==> config.mk <==
export PLATFORM = sky130hd
export DESIGN_NAME = ca_align_ctrl
export DESIGN_NICKNAME = d
export VERILOG_FILES = /design/src/hw/ca_cfg_pkg.sv /design/src/hw/ca_ctrl_pkg.sv /design/src/hw/ca_align_ctrl.sv
export SDC_FILE = /design/constraint.sdc
export NUM_CORES = 1
export LEC_CHECK = 0
export BUFFER_PORTS_ARGS = -buffer_cell sky130_fd_sc_hd__buf_2
export CORE_MARGIN = 3
export CORE_UTILIZATION = 25
export CTS_BUF_LIST = sky130_fd_sc_hd__clkbuf_2 sky130_fd_sc_hd__clkbuf_4 sky130_fd_sc_hd__clkbuf_8
export DETAILED_ROUTE_END_ITERATION = 7
export PLACE_DENSITY = 0.49
export SLEW_MARGIN = 10
export SYNTH_ARGS = -nofsm -noshare
export SYNTH_HDL_FRONTEND = slang
export SYNTH_SLANG_ARGS = --single-unit
==> constraint.sdc <==
create_clock -name com_clk -period 1.3 [get_ports com_clk]
set_clock_uncertainty 0.1 [all_clocks]
set_input_delay 0.13 -clock com_clk [delete_from_list [all_inputs] [get_ports com_clk]]
set_output_delay 0.13 -clock com_clk [all_outputs]
set_load 0.03 [all_outputs]
==> src/hw/ca_cfg_pkg.sv <==
/*
  Lane and strobe field dimensions for the RX channel aligner.
  Holds the sizes shared by the decode, deskew and control stages
  and the vector types built from them.
*/
`default_nettype none

package ca_cfg_pkg;

  //////////////////////////////
  // Channel geometry
  localparam int NUM_CHANNELS     = 2;   // Lanes aligned together
  localparam int BITS_PER_CHANNEL = 80;
  localparam int WORD_BITS        = 40;  // One strobe word slot
  localparam int NUM_WORDS        = 8;
  localparam int FIFO_AD_WIDTH    = 3;   // Depth of 8 per lane

  //////////////////////////////
  // Vector types
  typedef logic [BITS_PER_CHANNEL-1:0]              chan_data_t;
  typedef logic [NUM_CHANNELS*BITS_PER_CHANNEL-1:0] lane_bus_t;  // Lane 0 in low bits
  typedef logic [NUM_WORDS-1:0]                     wd_sel_t;    // One-hot
  typedef logic [WORD_BITS-1:0]                     bit_sel_t;   // One-hot
  typedef logic [$clog2(NUM_WORDS)-1:0]             word_idx_t;
  typedef logic [$clog2(NUM_WORDS*WORD_BITS)-1:0]   stb_loc_t;
  typedef logic [2:0]                               rd_dly_t;

endpackage

`default_nettype wire
==> src/hw/ca_ctrl_pkg.sv <==
/*
  Control types of the RX channel aligner.
  The alignment state encoding and the structs that pass between
  the decode, deskew and control stages.
*/
`default_nettype none

package ca_ctrl_pkg;

  import ca_cfg_pkg::*;

  // Alignment FSM states
  typedef enum logic [2:0] {
    RX_IDLE    = 3'd0,
    RX_ONLINE  = 3'd1,  // Waiting for every lane strobe
    RX_ALIGNED = 3'd2,  // Read delay running
    RX_DONE    = 3'd3,
    RX_ERR     = 3'd4   // Held until reset
  } rx_state_e;

  // Decoded strobe position for the deskew stage
  typedef struct packed {
    word_idx_t word_idx;
    bit_sel_t  bit_sel;
  } stb_pos_t;

  // Per-lane status toward control
  typedef struct packed {
    logic [NUM_CHANNELS-1:0] started;
    logic [NUM_CHANNELS-1:0] full;
  } lane_stat_t;

endpackage

`default_nettype wire

==> src/hw/ca_align_ctrl.sv <==
/*
  Alignment control.
  Runs the alignment FSM and the read delay counter, and decides when
  lanes write and when all FIFOs pop together. align_done and
  align_err are registered levels.
*/
`default_nettype none

module ca_align_ctrl
(
  input  logic                    com_clk,
  input  logic                    rst_com_n,
  input  logic                    rx_online,
  input  ca_cfg_pkg::rd_dly_t     rden_dly,
  input  ca_ctrl_pkg::lane_stat_t lane_stat,
  output logic                    lane_en,
  output logic                    fifo_pop,
  output logic                    align_done,
  output logic                    align_err
);

  import ca_cfg_pkg::*;
  import ca_ctrl_pkg::*;

  rx_state_e rx_state;
  rx_state_e rx_state_d;
  logic      rx_online_q;
  rd_dly_t   rd_dly;
  logic      all_started;
  logic      any_full;

  assign all_started = &lane_stat.started;
  assign any_full    = |lane_stat.full;

  //////////////////////////////
  // Read delay
  always_ff @(posedge com_clk or negedge rst_com_n)
  begin
    if (!rst_com_n)
    begin
      rx_online_q <= 1'b0;
      rd_dly      <= '0;
    end
    else
    begin
      rx_online_q <= rx_online;
      if (rx_online && !rx_online_q)
        rd_dly <= rden_dly;                  // Rising edge of rx_online
      else if (all_started && (rd_dly != '0))
        rd_dly <= rd_dly - rd_dly_t'(1);
    end
  end

  //////////////////////////////
  // Alignment FSM
  always_comb
  begin
    rx_state_d = rx_state;
    case (rx_state)
      RX_IDLE:
        if (rx_online)
          rx_state_d = RX_ONLINE;
      RX_ONLINE:
        if (any_full)
          rx_state_d = RX_ERR;               // Skew beyond FIFO depth
        else if (all_started)
          rx_state_d = (rd_dly == '0) ? RX_DONE : RX_ALIGNED;
      RX_ALIGNED:
        if (rd_dly == '0)
          rx_state_d = RX_DONE;
      RX_DONE, RX_ERR:
        rx_state_d = rx_state;
      default:
        rx_state_d = RX_IDLE;
    endcase
  end

  always_ff @(posedge com_clk or negedge rst_com_n)
  begin
    if (!rst_com_n)
    begin
      rx_state   <= RX_IDLE;
      align_done <= 1'b0;
      align_err  <= 1'b0;
    end
    else
    begin
      rx_state   <= rx_state_d;
      align_done <= rx_state_d == RX_DONE;  // High with the first popped word
      align_err  <= rx_state == RX_ERR;
    end
  end

  assign lane_en  = (rx_state != RX_IDLE) && (rx_state != RX_ERR);
  assign fifo_pop = rx_state_d == RX_DONE;  // All started and delay expired

endmodule

`default_nettype wire

==> impl_metrics.yaml <==
floorplanning:
  die_h_um: 47.8
  die-area_um2: 2280
  die_x_um: 47.8
  core_um2: 1580
  initial_core_util_pct: 27.7
  rows: 14
  ios: 14
logic_synthesis:
  syn_area_um2: 437
  ys_dominant_reg_cell: "dfrtp_1"
  synth.cells.most_frequent: "dfrtp_1 (9), nor2_1 (5), inv_1 (3)"
  synth.largest_area_cell: "dfrtp_1"
  synth_edf_count: 0
  synthTopCellsByArea: "dfrtp_1 (52%), ha_1 (5.7%), nor2_1 (4.3%), nor4b_2 (3.4%), o211ai_1 (3.4%)"
  synthDistinctLibCells: 21
  seq_area_frac_synth_pct: 51.6
  ys_ff_latch: 9
  yosysMostFrequentCell: "dfrtp_1"
  avgSynthCellArea_um2: 10.4
  synth_fp_nets: 54
  yosys_warnings: 0
  synthCells: 42
  synth_top_area_share_pct: 51.6
  async_reset_ff_share_pct: 100
critical_path:
  cp_max_fo: 3
  r2r_setup_slack_ns: -0.33
  start_kind: "register"
  rr_startpoint: "rd_dly[0]$_DFFE_PN0P_"
  r2r-end: "rd_dly[1]$_DFFE_PN0P_"
  end_kind: "output port"
  ff2ff_path_depth: 7
  cp-endpoint: "fifo_pop"
  crit_start: "rd_dly[0]$_DFFE_PN0P_"
  required_ns: 1.07
  critPathArrivalTime_ns: 1.51
  path_class: "register to output port"
timing:
  worst_pin_slew_ns: 0.305
  fin_crit_ns: 1.74
  hold_ws_ns: 0.0134
  fin_setup_tns_ns: -1.34
  setup_violations: 6
  fmax_ghz: 0.575
  max-slew-margin-rel_pct: 79.6
  drv_slew: 0
  finalWorstSetupSlack_ns: -0.440
  finalHoldViolCount: 0
  finalCritPeriodShare_pct: 134
  rsz0062_at_grt: "yes"
cells_and_area:
  seq_area_um2: 226
  stdcell_count: 88
  fin_nets: 85
  n_antenna_cell: 0
  multiInputGateArea_um2: 272
  areaGrowthSynthToFinish_pct: 71.1
  design_area_um2: 747
  fillers: 152
  final_util_pct: 47.4
  post_route_cells_drive_above_1_share_pct: 56.9
detailed_routing:
  via_per_inst: 4.75
  wl_per_cell_um: 11.0
  drc_errors: 0
  final_antenna_net_count: 0
  drtIter0Drc: 4
  routed_wl_um: 966
  vias: 418
  drtPass1Iterations: 4
power_and_ir_drop:
  p_per_area_nw_per_um2: 1570
  ir_worst_vdd_mv: 0.761
  comb_power_share_pct: 45.5
  p_clk_share_pct: 20.1
  switching_power_mw: 0.397
  seq_power_share_pct: 34.5
  p_int_mw: 0.775
  power_leakage_nw: 0.350
  p_sw_share_pct: 33.9
  p_total_mw: 1.17
flow_run:
  cap_violations: 0
clock_network:
  cts.sinks: 9
  numCtsBuffers: 3
  cts_tree: "built"
  htreeDepth: 1
  cts-root-buf: "clkbuf_4"
  clk_pin_slew_worst_paths_ns: 0.06
  clk_latency_ns: 0.26
  cts.path.max_buffers: 2
global_routing:
  grt_pass1_vias: 389
  grt-ovfl-total: 0
  grt_max_degree: 10
  antenna_found_initial: 0
  grt_usage_pct: 10.5
  grt_pass1_wl_mm: 1.62
placed_design:
  portBuffers: 13
  gp_congestion: 0.748
  place_area_um2: 607
  dp_hpwl_um: 721
  dp_slack_ns: -0.299
  dp_cells: 79
outcome:
  violations: "setup timing"
  status: "complete, but fails checks"
hold_path:
  hp-class: "primary input to register"
worst max-delay path, cell delays in order, from the launching register on:
cell	delay [ns]
dfrtp_1	0.36
inv_2	0.06
ha_4	0.15
nor2b_4	0.12
o211ai_1	0.28
o31ai_4	0.13
buf_6	0.16
power by group through the flow:
stage / logic [mW] / registers, mW / clock network (mW)
after floorplan: 0.201 / 0.434 / 0
after global placement: 0.418 / 0.399 / 0
after detailed placement: 0.412 / 0.399 / 0
after CTS: 0.478 / 0.403 / 0.246
after global routing: 0.595 / 0.415 / 0.257
final: 0.533 / 0.404 / 0.235
sequential cells by signal (all words and copies together), names as in the netlist:
| name | cells |
|---|---|
| align_err | 1 |
| rx_state | 3 |
| rx_online_q | 1 |
| align_done | 1 |
| rd_dly | 3 |
cell families (layout without fill, tap and decap cells):
| family | count (synthesis) | after routing | share of synthesized area (%) |
|---|---|---|---|
| adder cells (fa/ha/maj) | 2 | 2 | 5.73 |
| multiplexers | 1 | 1 | 2.29 |
| flip-flops | 9 | 9 | 51.6 |
| AO/OA/AOI/OAI | 12 | 12 | 18.1 |
| AND/OR/NAND/NOR | 15 | 15 | 19.8 |
| buffers and inverters | 3 | 33 | 2.58 |
layout by cell type, fill, tap and decap left out, types with 2 or more instances in the layout:
master,instances
a31oi_1,2
a21oi_1,2
dlygate4sd3_1,2
buf_2,11
nand2b_1,2
o211ai_1,2
o21ai_0,2
buf_4,9
nor2_1,5
dfrtp_1,8
buf_6,4
ha_4,2
inv_2,2
clkbuf_4,4
final cells by class:
cell class,count,area share (%)
Multi-Input combinational cell,30,36.3
Clock buffer,4,4.02
Tap cell,16,2.68
Sequential cell,9,30.3
Timing Repair Buffer,26,25.1
Inverter,3,1.51
what timing repair did:
action                                  4_1_cts  5_1_grt
hold buffers                                  2        0
pin swaps                                     8        5
resized for setup                            10        7
endpoints found under the setup margin        6        7
buffers inserted                              1        3
endpoints found under the hold margin        10        0
how the worst min path moves through the flow:
stage / start / endpoint / depth (start not counted)
4_1_cts: rden_dly[2] / rd_dly[2]$_DFFE_PN0P_ / 3
2_1_floorplan: rst_com_n / align_done$_DFF_PN0_ / 0
3_3_place_gp: rst_com_n / rx_state[2]$_DFF_PN0_ / 1
3_5_place_dp: rst_com_n / rx_state[2]$_DFF_PN0_ / 1
6_report: rden_dly[2] / rd_dly[2]$_DFFE_PN0P_ / 3
5_1_grt: rden_dly[2] / rd_dly[2]$_DFFE_PN0P_ / 3
metal layers:
metal	track usage [%]	share of wire (%)
met1	13.2	45
met3	5.64	7.6
met2	16.1	47
met4	1.61	0
met5	0	0
No activity file was read; power rests on OpenSTA's default activity.
