<file path="src/hw/ca_cfg_pkg.sv">
/*
  Lane and strobe field dimensions for the RX channel aligner.
  Holds the sizes shared by the decode, deskew and control stages
  and the vector types built from them.
*/
`default_nettype none

package ca_cfg_pkg;

  //////////////////////////////
  // Channel geometry
  localparam int NUM_CHANNELS     = 2;   // Lanes aligned together
  localparam int BITS_PER_CHANNEL = 80;
  localparam int WORD_BITS        = 40;  // One strobe word slot
  localparam int NUM_WORDS        = 8;
  localparam int FIFO_AD_WIDTH    = 3;   // Depth of 8 per lane

  //////////////////////////////
  // Vector types
  typedef logic [BITS_PER_CHANNEL-1:0]              chan_data_t;
  typedef logic [NUM_CHANNELS*BITS_PER_CHANNEL-1:0] lane_bus_t;  // Lane 0 in low bits
  typedef logic [NUM_WORDS-1:0]                     wd_sel_t;    // One-hot
  typedef logic [WORD_BITS-1:0]                     bit_sel_t;   // One-hot
  typedef logic [$clog2(NUM_WORDS)-1:0]             word_idx_t;
  typedef logic [$clog2(NUM_WORDS*WORD_BITS)-1:0]   stb_loc_t;
  typedef logic [2:0]                               rd_dly_t;

endpackage

`default_nettype wire
</file>
<file path="src/hw/ca_ctrl_pkg.sv">
/*
  Control types of the RX channel aligner.
  The alignment state encoding and the structs that pass between
  the decode, deskew and control stages.
*/
`default_nettype none

package ca_ctrl_pkg;

  import ca_cfg_pkg::*;

  // Alignment FSM states
  typedef enum logic [2:0] {
    RX_IDLE    = 3'd0,
    RX_ONLINE  = 3'd1,  // Waiting for every lane strobe
    RX_ALIGNED = 3'd2,  // Read delay running
    RX_DONE    = 3'd3,
    RX_ERR     = 3'd4   // Held until reset
  } rx_state_e;

  // Decoded strobe position for the deskew stage
  typedef struct packed {
    word_idx_t word_idx;
    bit_sel_t  bit_sel;
  } stb_pos_t;

  // Per-lane status toward control
  typedef struct packed {
    logic [NUM_CHANNELS-1:0] started;
    logic [NUM_CHANNELS-1:0] full;
  } lane_stat_t;

endpackage

`default_nettype wire

</file>
<file path="src/hw/ca_lane_deskew.sv">
/*
  Per-lane strobe detection and deskew FIFOs.
  Each lane starts writing at its strobe word and keeps writing every
  cycle. A common pop moves the head of every FIFO into the output
  register, so all lanes leave in step.
*/
`default_nettype none

module ca_lane_deskew
(
  input  logic                    com_clk,
  input  logic                    rst_com_n,
  input  ca_cfg_pkg::lane_bus_t   rx_din,
  input  ca_ctrl_pkg::stb_pos_t   stb_pos,
  input  logic                    lane_en,
  input  logic                    fifo_pop,
  output ca_ctrl_pkg::lane_stat_t lane_stat,
  output ca_cfg_pkg::lane_bus_t   rx_dout
);

  import ca_cfg_pkg::*;

  logic [NUM_CHANNELS-1:0] started_vec;
  logic [NUM_CHANNELS-1:0] full_vec;

  for (genvar l = 0; l < NUM_CHANNELS; l++)
  begin : g_lane
    chan_data_t                     lane_data;
    logic [NUM_WORDS*WORD_BITS-1:0] lane_pad;   // Unused slots read as zero
    logic [WORD_BITS-1:0]           stb_word;
    logic                           stb_hit;
    logic                           started;
    logic                           push;
    logic                           pop;
    chan_data_t                     mem [0:(1<<FIFO_AD_WIDTH)-1];
    logic [FIFO_AD_WIDTH-1:0]       wr_ptr;
    logic [FIFO_AD_WIDTH-1:0]       rd_ptr;
    logic [FIFO_AD_WIDTH:0]         count;
    chan_data_t                     dout_q;

    //////////////////////////////
    // Strobe detection
    assign lane_data = rx_din[l*BITS_PER_CHANNEL +: BITS_PER_CHANNEL];
    assign lane_pad  = {{(NUM_WORDS*WORD_BITS-BITS_PER_CHANNEL){1'b0}}, lane_data};
    assign stb_word  = lane_pad[stb_pos.word_idx*WORD_BITS +: WORD_BITS];
    assign stb_hit   = |(stb_word & stb_pos.bit_sel);

    always_ff @(posedge com_clk or negedge rst_com_n)
    begin
      if (!rst_com_n)
        started <= 1'b0;
      else if (lane_en && stb_hit)
        started <= 1'b1;  // Sticky until reset
    end

    //////////////////////////////
    // Deskew FIFO

    // Strobe word itself is written at the detecting edge
    assign push = lane_en && (started || stb_hit) && !count[FIFO_AD_WIDTH];
    assign pop  = fifo_pop && (count != '0);

    always_ff @(posedge com_clk or negedge rst_com_n)
    begin
      if (!rst_com_n)
      begin
        wr_ptr <= '0;
        rd_ptr <= '0;
        count  <= '0;
      end
      else
      begin
        if (push)
          wr_ptr <= wr_ptr + 1'b1;
        if (pop)
          rd_ptr <= rd_ptr + 1'b1;
        case ({push, pop})
          2'b10:   count <= count + 1'b1;
          2'b01:   count <= count - 1'b1;
          default: count <= count;    // Idle or push with pop
        endcase
      end
    end

    always_ff @(posedge com_clk)
    begin
      if (push)
        mem[wr_ptr] <= lane_data;
    end

    // Output word, held between pops
    always_ff @(posedge com_clk or negedge rst_com_n)
    begin
      if (!rst_com_n)
        dout_q <= '0;
      else if (pop)
        dout_q <= mem[rd_ptr];
    end

    assign rx_dout[l*BITS_PER_CHANNEL +: BITS_PER_CHANNEL] = dout_q;
    assign started_vec[l] = started;
    assign full_vec[l]    = count[FIFO_AD_WIDTH];  // Count of 8 means full
  end

  assign lane_stat.started = started_vec;
  assign lane_stat.full    = full_vec;

endmodule

`default_nettype wire

</file>
<file path="config.mk">
export PLATFORM = sky130hd
export DESIGN_NAME = ca_lane_deskew
export DESIGN_NICKNAME = d
export VERILOG_FILES = /design/src/hw/ca_cfg_pkg.sv /design/src/hw/ca_ctrl_pkg.sv /design/src/hw/ca_lane_deskew.sv
export SDC_FILE = /design/constraint.sdc
export NUM_CORES = 2
export LEC_CHECK = 0
export BUFFER_PORTS_ARGS = -buffer_cell sky130_fd_sc_hd__buf_2
export CORE_ASPECT_RATIO = 0.5
export CORE_MARGIN = 4
export CORE_UTILIZATION = 45
export DETAILED_ROUTE_END_ITERATION = 7
export PLACE_DENSITY = 0.7
export SETUP_SLACK_MARGIN = 0.1
export SLEW_MARGIN = 20
export SYNTH_ARGS = -nofsm -noshare
export SYNTH_HDL_FRONTEND = slang
export SYNTH_SLANG_ARGS = --single-unit
</file>
<file path="constraint.sdc">
create_clock -name com_clk -period 12.09 [get_ports com_clk]
set_input_delay 2.418 -clock com_clk [delete_from_list [all_inputs] [get_ports com_clk]]
set_output_delay 2.418 -clock com_clk [all_outputs]
set_load 0.01 [all_outputs]
</file>
==> flow_summary.json <==
{
  "fin_cells": 4854,
  "die_h_um": 257,
  "syn_area_per_cell_sq_um": 21.1,
  "ys_seq_area_frac": 0.769,
  "synth.ff_latch_count": 1462,
  "worstSetupEndpointType": "flop",
  "wire_per_inst_um": 27.5,
  "ys_types": 37,
  "synth_cells": 2652,
  "cp_max_fo": 57,
  "area_growth_syn_to_layout_pct": 14.6,
  "vias_per_cell": 5.61,
  "relSlewSlack": 0.306,
  "clockBufferDepth": 3,
  "clk_latency_ns": 0.75,
  "cts_setup_buffers": 0,
  "fmax_mhz": 161,
  "cp.arrival_ns": 6.56,
  "holdWs_ns": 0.474,
  "postLayoutCellArea_sq_um": 64000,
  "drive_above_1_share": 0.326,
  "fillCellCount": 9496,
  "path_clk_slew_ns": 0.06,
  "synthArstFlopShare": 0.124,
  "ant_nets": 0,
  "wirelength_mm": 134,
  "cts_resized": 0,
  "fp-row-count": 91,
  "track_usage": 0.206,
  "clock_skew_ns": 0.0257,
  "synth_area_sq_um": 55900,
  "crit_path_start_kind": "input pin",
  "drc": 0,
  "tns_ns": 0,
  "ys_warn_count": 0,
  "synth_edf_count": 1280,
  "hold_viol": 0,
  "crit_type": "input pin to flop",
  "core_sq_um": 123000,
  "hp-class": "flop to flop",
  "p_leak_nw": 21.9,
  "setup_viol": 0,
  "die_w_um": 506,
  "worstPathRequired_ns": 12.46,
  "drt-initial-drc-count": 2800,
  "drv_slew": 0,
  "nNetsFinal": 3269,
  "pin_count": 371,
  "worst_pin_slew_ns": 1.04,
  "grt_first_pass_wirelength_mm": 196,
  "p_per_area_nw_per_um2": 227,
  "initial_utilization": 0.453,
  "peakVddDrop_mv": 0.154,
  "htreeDepth": 4,
  "final_cell_mix": "1,280 x edfxtp_1, 368 x buf_2, 320 x mux4_2, 176 x nand2_1, 176 x dfrtp_1",
  "synthFlopType": "edfxtp_1",
  "gp_congestion": 0.791,
  "clkSinkCount": 1462,
  "layout_min_cycle_time_ns": 6.20,
  "cts_tree": "built",
  "cts_root_buffer": "clkbuf_16",
  "dp_hpwl_mm": 85.6,
  "synth_fp_nets": 2869,
  "grt_max_degree": 108,
  "grt_overflow_total": 0,
  "grt_pass1_vias": 27700,
  "place_area_sq_um": 59700,
  "rsz0062_at_grt": "no",
  "dr.pass1.iters": 5,
  "placedCellCount": 4591,
  "final_common_cell": "edfxtp_1",
  "port_buffers": 370,
  "die_area_sq_um": 130000,
  "period_share": 0.513,
  "cts-buffers-inserted": 132,
  "vias": 27200,
  "maxCapViolations": 0,
  "holdBufCountCts": 0,
  "outcome": "finished, final reports clean",
  "antenna_found_initial": 57
}
## metal layers
| metal | track usage | vias to the layer above | routed length (um) |
|---|---|---|---|
| met3 | 0.0419 | 227 | 9680 |
| met1 | 0.273 | 14300 | 52000 |
| met5 | 0 | - | 126 |
| met2 | 0.345 | 988 | 68300 |
| li1 | - | 11700 | - |
| met4 | 0.0633 | 22 | 3510 |
## cell families after synthesis
kind of cell,after synthesis,synth area share
XOR/XNOR,17,0.00266
flip-flops,1462,0.769
AO/OA/AOI/OAI,217,0.0216
multiplexers,565,0.175
AND/OR/NAND/NOR,234,0.0186
buffers and inverters,147,0.0112
adder cells (fa/ha/maj),10,0.00224
## where the power goes
| part | switching [mW] | internal, mW |
|---|---|---|
| sequential | 0.477 | 6.25 |
| clock | 1.83 | 2.33 |
| combinational | 1.95 | 1.70 |
## path summary, 6_finish.rpt
kind,startpoint,to,slack (ns),cells after the start
max,stb_pos[40],g_lane[1].mem[6][37],5.89,9
min,g_lane[0].dout_q[37],g_lane[0].dout_q[37],0.47,2
max reg2reg,g_lane[0].rd_ptr[0],g_lane[0].dout_q[52],8.17,5
min reg2reg,g_lane[0].dout_q[37],g_lane[0].dout_q[37],0.47,2
max in group asynchronous,rst_com_n,g_lane[0].rd_ptr[0],9.34,2
min in group asynchronous,rst_com_n,g_lane[1].dout_q[56],1.57,1
## cell usage after synthesis (3+ instances only)
cell / number / area [sq um]
edfxtp_1: 1280 / 38400
mux4_2: 320 / 7210
dfrtp_1: 182 / 4550
nand2_1: 176 / 661
mux2i_1: 161 / 1610
o21ai_0: 161 / 806
clkbuf_1: 84 / 315
mux2_2: 72 / 811
a22oi_1: 41 / 308
buf_1: 27 / 101
buf_2: 21 / 105
nor2_1: 15 / 56.3
mux2_1: 12 / 135
xor2_1: 11 / 96.3
ha_1: 10 / 125
nand4_1: 10 / 62.6
buf_4: 7 / 52.6
and4b_1: 6 / 60.1
xnor2_1: 6 / 52.6
a21oi_1: 5 / 25.0
inv_1: 5 / 18.8
a31oi_1: 4 / 25.0
and3_1: 4 / 25.0
and4_1: 4 / 35.0
or3_1: 4 / 25.0
buf_6: 3 / 33.8
nor3_1: 3 / 15.0
## stage by stage
stage / power [mW] / worst slack [ns] / util
2_1_floorplan: 9.21 / 0.173 / -
3_3_place_gp: 10.5 / 5.33 / 0.484
3_5_place_dp: 10.6 / 5.16 / 0.484
4_1_cts: 14.7 / 5.98 / 0.519
5_1_grt: 15.2 / 5.71 / 0.519
6_report: 14.5 / 5.89 / 0.519
## cell type report
cell class              instances  area, sq um  area share
inverters                       5         18.8    0.000293
well taps                    1674         2090      0.0327
clock buffers                 172         3670      0.0573
repair buffers                408         2180      0.0341
multi-input cells            1043        12400       0.193
clock inverters                72          622     0.00971
flip-flops and latches       1462        43000       0.672
diodes                         18         45.0    0.000703
## registers in the layout, summed over array words and instances (netlist names)
name / flops
g_lane.count: 8
g_lane.mem: 1280
g_lane.wr_ptr: 6
g_lane.dout_q: 160
g_lane.started: 2
g_lane.rd_ptr: 6
## critical path: stages
cell	delay [ns]
buf_4	0.33
buf_4	0.71
mux2_2	0.31
a22oi_1	0.09
nand4_1	0.19
nor3_2	0.09
a31oi_1	0.73
and4b_4	0.89
buf_4	0.66
Note: power is estimated with default switching activity, not from simulation.
